==> config.mk <==
export PLATFORM = sky130hd
export DESIGN_NAME = sys_core_top
export DESIGN_NICKNAME = d
export VERILOG_FILES = /design/src/hw/sys_core_pkg.sv /design/src/hw/audio_mix_channel.sv /design/src/hw/hps_cmd_decoder.sv /design/src/hw/sync_polarity_fix.sv /design/src/hw/sys_core_top.sv /design/src/hw/video_sync_out.sv
export SDC_FILE = /design/constraint.sdc
export NUM_CORES = 1
export LEC_CHECK = 0
export BUFFER_PORTS_ARGS = -buffer_cell sky130_fd_sc_hd__buf_2
export CORE_MARGIN = 1.5
export CORE_UTILIZATION = 56
export CTS_CLUSTER_DIAMETER = 80
export DETAILED_ROUTE_END_ITERATION = 8
export GPL_ROUTABILITY_DRIVEN = 0
export HOLD_SLACK_MARGIN = 0.02
export PLACE_DENSITY = 0.83
export SLEW_MARGIN = 30
export SYNTH_ARGS = -nofsm -noshare
export SYNTH_HDL_FRONTEND = slang
export SYNTH_SLANG_ARGS = --single-unit
==> constraint.sdc <==
create_clock -name clk_sys -period 3.3 [get_ports clk_sys]
set_input_delay 0.33 -clock clk_sys [delete_from_list [all_inputs] [get_ports clk_sys]]
set_output_delay 0.33 -clock clk_sys [all_outputs]
set_load 0.05 [all_outputs]
==> src/hw/sys_core_pkg.sv <==
package sys_core_pkg;

	//////////////////////////////
	// Audio types
	//////////////////////////////

	// 16-bit signed sample as seen on the ports
	typedef logic signed [15:0] sample_t;

	// Internal sum, one bit of headroom
	typedef logic signed [16:0] sample_ext_t;

	// Bit 4 mutes, bits 3..0 shift right
	typedef logic [4:0] att_t;

	// Cross-feed amount between left and right
	typedef enum logic [1:0] {
		MIX_NONE    = 2'd0,
		MIX_EIGHTH  = 2'd1,
		MIX_QUARTER = 2'd2,
		MIX_HALF    = 2'd3
	} mix_mode_t;

	//////////////////////////////
	// Host port types
	//////////////////////////////

	// One host data word
	typedef logic [15:0] io_word_t;

	// Command code, low byte of the first word
	typedef logic [7:0] cmd_t;

	// Configuration word
	localparam cmd_t CMD_CFG = 8'h01;

	// Volume attenuation, low five bits used
	localparam cmd_t CMD_VOL_ATT = 8'h26;

	// Composite sync enable inside the configuration word
	localparam int CFG_CSYNC_BIT = 3;

endpackage

==> src/hw/audio_mix_channel.sv <==
`timescale 1ns/1ps

module audio_mix_channel (
	input  logic                    clk_sys,
	input  logic                    resetd,
	input  sys_core_pkg::sample_t   i_core,
	input  sys_core_pkg::sample_t   i_linux,
	input  sys_core_pkg::sample_t   i_pre,
	input  logic                    i_signed,
	input  sys_core_pkg::mix_mode_t i_mix,
	input  sys_core_pkg::att_t      i_att,
	output sys_core_pkg::sample_t   o_pre,
	output sys_core_pkg::sample_t   o_sample
);
	import sys_core_pkg::*;

	sample_t     core_d1;
	sample_t     core_d2;
	sample_t     core_ok;
	sample_t     pre_d1;
	sample_ext_t core_term;
	sample_ext_t pre_mix;
	sample_ext_t mixed;
	sample_ext_t attn;
	sample_ext_t other;

	assign other = sample_ext_t'(pre_d1);

	//////////////////////////////
	// Stabiliser and pipeline
	//////////////////////////////

	always_ff @(posedge clk_sys) begin
		if (resetd) begin
			core_d1   <= '0;
			core_d2   <= '0;
			core_ok   <= '0;
			pre_d1    <= '0;
			core_term <= '0;
			pre_mix   <= '0;
			o_pre     <= '0;
			mixed     <= '0;
			attn      <= '0;
			o_sample  <= '0;
		end else begin
			core_d1 <= i_core;
			core_d2 <= core_d1;
			// Three equal samples in a row before the core value is taken
			if (i_core == core_d1 && core_d1 == core_d2)
				core_ok <= core_d2;

			// Unsigned core audio is halved to fit beside a signed source
			core_term <= i_signed ? sample_ext_t'(core_ok) : {2'b00, core_ok[15:1]};
			pre_mix   <= core_term + sample_ext_t'(i_linux);
			o_pre     <= pre_mix[16:1];
			pre_d1    <= i_pre;

			case (i_mix)
				MIX_EIGHTH:  mixed <= pre_mix - (pre_mix >>> 3) + (other >>> 2);
				MIX_QUARTER: mixed <= pre_mix - (pre_mix >>> 2) + (other >>> 1);
				MIX_HALF:    mixed <= (pre_mix >>> 1) + other;
				default:     mixed <= pre_mix;
			endcase

			if (i_att[4])
				attn <= '0;
			else
				attn <= mixed >>> i_att[3:0];

			// Saturate to the 16-bit range
			if (attn[16] != attn[15])
				o_sample <= {attn[16], {15{~attn[16]}}};
			else
				o_sample <= attn[15:0];
		end
	end

endmodule

==> src/hw/hps_cmd_decoder.sv <==
`timescale 1ns/1ps

module hps_cmd_decoder (
	input  logic                   clk_sys,
	input  logic                   resetd,
	input  logic                   i_io_uio,
	input  logic                   i_io_clk,
	input  sys_core_pkg::io_word_t i_io_din,
	output sys_core_pkg::att_t     o_vol_att,
	output logic                   o_csync
);
	import sys_core_pkg::*;

	logic     io_clk_d1;
	logic     io_clk_d2;
	logic     io_uio_d1;
	io_word_t io_din_d1;
	logic     strobe;
	logic     has_cmd;
	cmd_t     cmd;
	io_word_t cfg;
	att_t     vol_att;

	// Host levels sampled once, edge found on the sampled copy
	always_ff @(posedge clk_sys) begin
		if (resetd) begin
			io_clk_d1 <= 1'b0;
			io_clk_d2 <= 1'b0;
			io_uio_d1 <= 1'b0;
		end else begin
			io_clk_d1 <= i_io_clk;
			io_clk_d2 <= io_clk_d1;
			io_uio_d1 <= i_io_uio;
		end
	end

	// Data word kept aligned with the sampled strobe
	always_ff @(posedge clk_sys) begin
		io_din_d1 <= i_io_din;
	end

	assign strobe = io_clk_d1 & ~io_clk_d2;

	// First word is the command, the rest is its data
	always_ff @(posedge clk_sys) begin
		if (resetd) begin
			has_cmd <= 1'b0;
			cmd     <= '0;
			cfg     <= '0;
			vol_att <= '0;
		end else if (!io_uio_d1) begin
			has_cmd <= 1'b0;
		end else if (strobe) begin
			if (!has_cmd) begin
				has_cmd <= 1'b1;
				cmd     <= io_din_d1[7:0];
			end else begin
				case (cmd)
					CMD_CFG:     cfg <= io_din_d1;
					CMD_VOL_ATT: vol_att <= io_din_d1[4:0];
					// Unknown commands swallow their data
					default: ;
				endcase
			end
		end
	end

	assign o_vol_att = vol_att;
	assign o_csync   = cfg[CFG_CSYNC_BIT];

endmodule

==> src/hw/sync_polarity_fix.sv <==
`timescale 1ns/1ps

module sync_polarity_fix #(
	parameter int SYNC_CNT_W = 12
) (
	input  logic clk_sys,
	input  logic resetd,
	input  logic i_sync,
	output logic o_sync
);

	logic                  sync_d1;
	logic                  sync_d2;
	logic [SYNC_CNT_W-1:0] cnt;
	logic [SYNC_CNT_W-1:0] len_high;
	logic [SYNC_CNT_W-1:0] len_low;
	logic                  pol;

	always_ff @(posedge clk_sys) begin
		if (resetd) begin
			sync_d1  <= 1'b0;
			sync_d2  <= 1'b0;
			cnt      <= '0;
			len_high <= '0;
			len_low  <= '0;
			pol      <= 1'b0;
		end else begin
			sync_d1 <= i_sync;
			sync_d2 <= sync_d1;

			// Rising edge closes a low phase, falling edge a high one
			if (sync_d1 && !sync_d2)
				len_low <= cnt;
			if (!sync_d1 && sync_d2)
				len_high <= cnt;

			if (sync_d1 != sync_d2)
				cnt <= '0;
			else if (cnt != '1)
				cnt <= cnt + 1'b1;

			// Pulse is the shorter phase
			pol <= (len_high > len_low);
		end
	end

	assign o_sync = sync_d2 ^ pol;

endmodule

==> src/hw/sys_core_top.sv <==
`timescale 1ns/1ps

module sys_core_top #(
	parameter int SYNC_CNT_W = 12
) (
	input  logic                    clk_sys,
	input  logic                    resetd,
	input  logic                    i_io_uio,
	input  logic                    i_io_clk,
	input  sys_core_pkg::io_word_t  i_io_din,
	input  sys_core_pkg::sample_t   i_core_l,
	input  sys_core_pkg::sample_t   i_core_r,
	input  sys_core_pkg::sample_t   i_linux_l,
	input  sys_core_pkg::sample_t   i_linux_r,
	input  logic                    i_audio_signed,
	input  sys_core_pkg::mix_mode_t i_audio_mix,
	input  logic                    i_hs,
	input  logic                    i_vs,
	output sys_core_pkg::sample_t   o_audio_l,
	output sys_core_pkg::sample_t   o_audio_r,
	output logic                    o_vga_hs,
	output logic                    o_vga_vs
);
	import sys_core_pkg::*;

	att_t    vol_att;
	logic    csync;
	sample_t pre_l;
	sample_t pre_r;

	hps_cmd_decoder u_decoder (
		.clk_sys   (clk_sys),
		.resetd    (resetd),
		.i_io_uio  (i_io_uio),
		.i_io_clk  (i_io_clk),
		.i_io_din  (i_io_din),
		.o_vol_att (vol_att),
		.o_csync   (csync)
	);

	// Left and right each take the other's halved pre-mix
	audio_mix_channel u_mix_l (
		.clk_sys  (clk_sys),
		.resetd   (resetd),
		.i_core   (i_core_l),
		.i_linux  (i_linux_l),
		.i_pre    (pre_r),
		.i_signed (i_audio_signed),
		.i_mix    (i_audio_mix),
		.i_att    (vol_att),
		.o_pre    (pre_l),
		.o_sample (o_audio_l)
	);

	audio_mix_channel u_mix_r (
		.clk_sys  (clk_sys),
		.resetd   (resetd),
		.i_core   (i_core_r),
		.i_linux  (i_linux_r),
		.i_pre    (pre_l),
		.i_signed (i_audio_signed),
		.i_mix    (i_audio_mix),
		.i_att    (vol_att),
		.o_pre    (pre_r),
		.o_sample (o_audio_r)
	);

	video_sync_out #(
		.SYNC_CNT_W(SYNC_CNT_W)
	) u_sync_out (
		.clk_sys  (clk_sys),
		.resetd   (resetd),
		.i_hs     (i_hs),
		.i_vs     (i_vs),
		.i_csync  (csync),
		.o_vga_hs (o_vga_hs),
		.o_vga_vs (o_vga_vs)
	);

endmodule

==> src/hw/video_sync_out.sv <==
`timescale 1ns/1ps

module video_sync_out #(
	parameter int SYNC_CNT_W = 12
) (
	input  logic clk_sys,
	input  logic resetd,
	input  logic i_hs,
	input  logic i_vs,
	input  logic i_csync,
	output logic o_vga_hs,
	output logic o_vga_vs
);

	logic hs_norm;
	logic vs_norm;

	sync_polarity_fix #(
		.SYNC_CNT_W(SYNC_CNT_W)
	) u_fix_hs (
		.clk_sys (clk_sys),
		.resetd  (resetd),
		.i_sync  (i_hs),
		.o_sync  (hs_norm)
	);

	sync_polarity_fix #(
		.SYNC_CNT_W(SYNC_CNT_W)
	) u_fix_vs (
		.clk_sys (clk_sys),
		.resetd  (resetd),
		.i_sync  (i_vs),
		.o_sync  (vs_norm)
	);

	// VGA wants active-low sync, composite carries both on HS
	always_ff @(posedge clk_sys) begin
		if (resetd) begin
			o_vga_hs <= 1'b1;
			o_vga_vs <= 1'b1;
		end else if (i_csync) begin
			o_vga_hs <= ~(hs_norm ^ vs_norm);
			o_vga_vs <= 1'b1;
		end else begin
			o_vga_hs <= ~hs_norm;
			o_vga_vs <= ~vs_norm;
		end
	end

endmodule
==> summary.txt <==
outcome: finished, final reports clean
R2R depth: 11
R2R setup slack: 0.08 ns
post-DR vias/cell: 5.835
vias in the first global route: 19081
Routed WL: 57.46 mm
Via Count: 19309
Tmin final: 3.216 ns
clock buffer depth: 3
Final Hold Vio Count: 0
Hold Path Class: in -> reg
Core ar.: 41110 sq um
first-pass GRT wire length: 93.30 mm
Synth Warn #: 0
TritonCTS buffer count: 41
row count: 74
Setup Crit Path Kind: reg -> reg
port bufs: 114
fraction of the mapped netlist area in adder cells: 0.1418
Post-Synth XOR/XNOR Area: 0.04136
antenna-violating nets left: 0
placed cells: 3212
final worst clock skew: 0.01373 ns
MaxCap Viol Count: 0
Skew-Pair Late Insertion Delay: 0.55 ns
normalized max-slew margin: 0.3685
busiest grt layer: met2
CP startpoint: u_mix_r.pre_mix[5]
crit path capture type: flop
Post-synth EDFFs: 0
ratio of cells with drive above 1 in the final layout: 0.1112
WL per Instance: 17.37 um
root buf cell: clkbuf_16
Seq/Total Area, Yosys: 0.3680
antenna violations before repair: 5
critical path cell sequence: inv_1, fa_1, inv_1, ha_1, or4_4, o22ai_4, nor2_2, a211o_1, nor4b_4, or4b_1, o211a_1
CP startpoint kind: flop
met3 global-route usage: 0.05204
Achievable Freq: 0.3110 GHz
Syn Area/Cell: 8.967 sq um
#FFs+latches synth: 432
Syn-to-layout area delta: 12.09%
CP Depth: 11
Worst Path Required: 3.74 ns
die area: 43210 sq um
worst reg2reg endpoint: u_mix_r.mixed[15]
Worst-Margin Slew: 0.9473 ns
CTS tree: built
Tcrit/Tclk final: 0.9745
Finished Layout Cells: 3309
crit-path max FO: 5
CP delay by family, top: simple AND/OR/NAND/NOR gates
Die Y: 207.9 um
final slew viol count: 0
Netlist cell types: 80
critical path's slowest cell: or4_4
Critical R2R Launch: u_mix_r.pre_mix[5]
CTS H-tree depth: 2
met2 usage: 0.4539
Final Setup Violations: 0
Die W: 207.9 um
mapped cell area: 23500 sq um
simple-gate share of the synthesized area: 0.1722
DRC Markers: 0
min-delay src: i_core_r[12]
ys async rst share: 0
Post-synth top flop: dfxtp_1
most used cell, CP: inv_1
initial core utilization: 0.5717
worst slack, placed: 0.01059 ns
largest net degree at the start of global routing: 173
WP data arrival: 3.66 ns
CP bufs+invs: 2
GR Util All Layers: 0.2599
Cells after Synth: 2621
peak supply drop: 0.4366 mV
largest family of logic cells by synthesized area: simple AND/OR/NAND/NOR gates
clock sink total: 432
Nets: 3057
IO Count: 123
Mapped Nets: 2938
Detailed Place HPWL: 42.17 mm
clock transition at the registers of the reported paths: 0.07 ns
critical path's largest stage delay: 0.56 ns
initial DRC count: 1762
static leakage: 11.75 nW
GRT overflow: 0
global routing usage on met1: 0.3147
post-route setup slack: 0.08413 ns
mux contribution to synthesized area: 0.08816
crit path to: u_mix_r.mixed[15]
Compound-Gate Fraction of Synth Area: 0.1323
drt pass-1 iters: 6
Pwr Density: 495.3 nW/um^2
==> kinds of logic (layout without fill, tap and decap cells) <==
family / Yosys count / count (layout)
fa+ha+maj: 228 / 228
xor+xnor: 111 / 111
mux: 182 / 182
buf+inv: 347 / 497
simple gates: 838 / 838
flops: 432 / 432
other cells: 0 / 6
compound gates: 483 / 483
==> sequential cells by signal, indices dropped and copies added (netlist names), 17 cells and up <==
name	flops
u_mix_l.attn	17
u_mix_r.mixed	17
u_mix_r.attn	17
u_mix_r.pre_mix	17
u_mix_l.mixed	17
u_mix_l.pre_mix	17
==> layer usage <==
metal / part of all wire / vias up
met3: 0.067 / 196
met1: 0.41 / 9135
li1: - / 9264
met5: 0.00021 / -
met2: 0.48 / 712
met4: 0.037 / 2
==> power breakdown <==
group | switching [mW] | internal [mW] | total, mW | leakage [nW]
combinational | 1.62 | 1.09 | 2.71 | 7.55
clock | 1.99 | 2.69 | 4.67 | 0.660
sequential | 0.186 | 5.48 | 5.66 | 3.54
total | 3.80 | 9.25 | 13.0 | 11.8
==> layout make-up <==
| cell class | count | area (sq um) |
|---|---|---|
| Inverter | 244 | 915.9 |
| Tap cell | 532 | 665.6 |
| Sequential cell | 432 | 8657 |
| Fill cell | 3193 | 14760 |
| Clock inverter | 15 | 145.1 |
| Clock buffer | 59 | 1194 |
| Timing Repair Buffer | 179 | 1122 |
| Multi-Input combinational cell | 1842 | 13630 |
| Antenna cell | 6 | 15.01 |
==> worst min-delay path by stage <==
stage,cells after the start,end
6_report,2,u_mix_r.core_d1[12]
5_1_grt,2,u_mix_r.core_d1[3]
4_1_cts,2,u_decoder.io_uio_d1
3_5_place_dp,1,u_mix_r.pre_d1[8]
3_3_place_gp,1,u_mix_l.pre_d1[1]
2_1_floorplan,0,u_decoder.io_din_d1[0]
==> Yosys cell counts (59+ instances only) <==
master | count | area (sq um)
nor3_1 | 75 | 375.4
a21oi_1 | 153 | 765.7
nor2_1 | 330 | 1239
inv_1 | 241 | 904.6
o21ai_0 | 59 | 295.3
a211oi_1 | 63 | 473.0
mux2i_1 | 153 | 1531
ha_1 | 164 | 2052
nor2b_1 | 133 | 832.1
dfxtp_1 | 432 | 8648
clkbuf_1 | 80 | 300.3
nand2_1 | 111 | 416.7
fa_1 | 64 | 1281
==> placed cells by master, fill, tap and decap left out, drive strengths merged, types with 5 or more instances in the layout <==
cell / netlist / layout
a21o: 30 / 30
a21oi: 153 / 153
o21bai: 13 / 13
a311oi: 5 / 5
xor2: 57 / 57
diode: 0 / 6
nor2b: 133 / 133
fa: 64 / 64
nand2b: 22 / 22
a31oi: 15 / 15
o21a: 23 / 23
nand3: 46 / 46
or2: 8 / 8
and2: 12 / 12
nor3: 75 / 75
a211oi: 63 / 63
a221oi: 7 / 7
o211a: 5 / 5
and3: 41 / 41
mux2: 10 / 10
inv: 243 / 246
mux2i: 153 / 153
nor2: 331 / 331
nand2: 111 / 111
clkbuf: 81 / 59
o31ai: 5 / 5
nand4: 18 / 18
o211ai: 9 / 9
nor4: 8 / 8
o22ai: 31 / 31
buf: 22 / 164
dfxtp: 432 / 432
o21ai: 77 / 77
ha: 164 / 164
clkinv: 1 / 9
xnor2: 54 / 54
dlygate4sd3: 0 / 15
mux4: 19 / 19
a211o: 7 / 7
or3: 15 / 15
==> timing repair <==
| action | 4_1_cts | 5_1_grt |
|---|---|---|
| hold buffers | 14 | 1 |
| setup endpoints to repair | 1 | 16 |
| resized for setup | 2 | 33 |
| setup buffers | 0 | 2 |
| pin swaps | 0 | 3 |
| hold endpoints to repair | 14 | 1 |
==> stage by stage <==
step / power [mW] / util / setup TNS (ns) / area, sq um / hold WS (ns)
global placement: 8.252 / 0.6013 / 0 / 24720 / 0.4268
floorplan: 7.667 / - / 0 / 23500 / 0.3577
global route: 13.58 / 0.6406 / -0.1642 / 26330 / 0.02259
finish: 13.05 / 0.6409 / 0 / 26350 / 0.02326
CTS: 12.97 / 0.6375 / 0 / 26210 / 0.02037
detailed placement: 8.351 / 0.6013 / 0 / 24720 / 0.4226
Note: power is estimated with default switching activity, not from simulation.
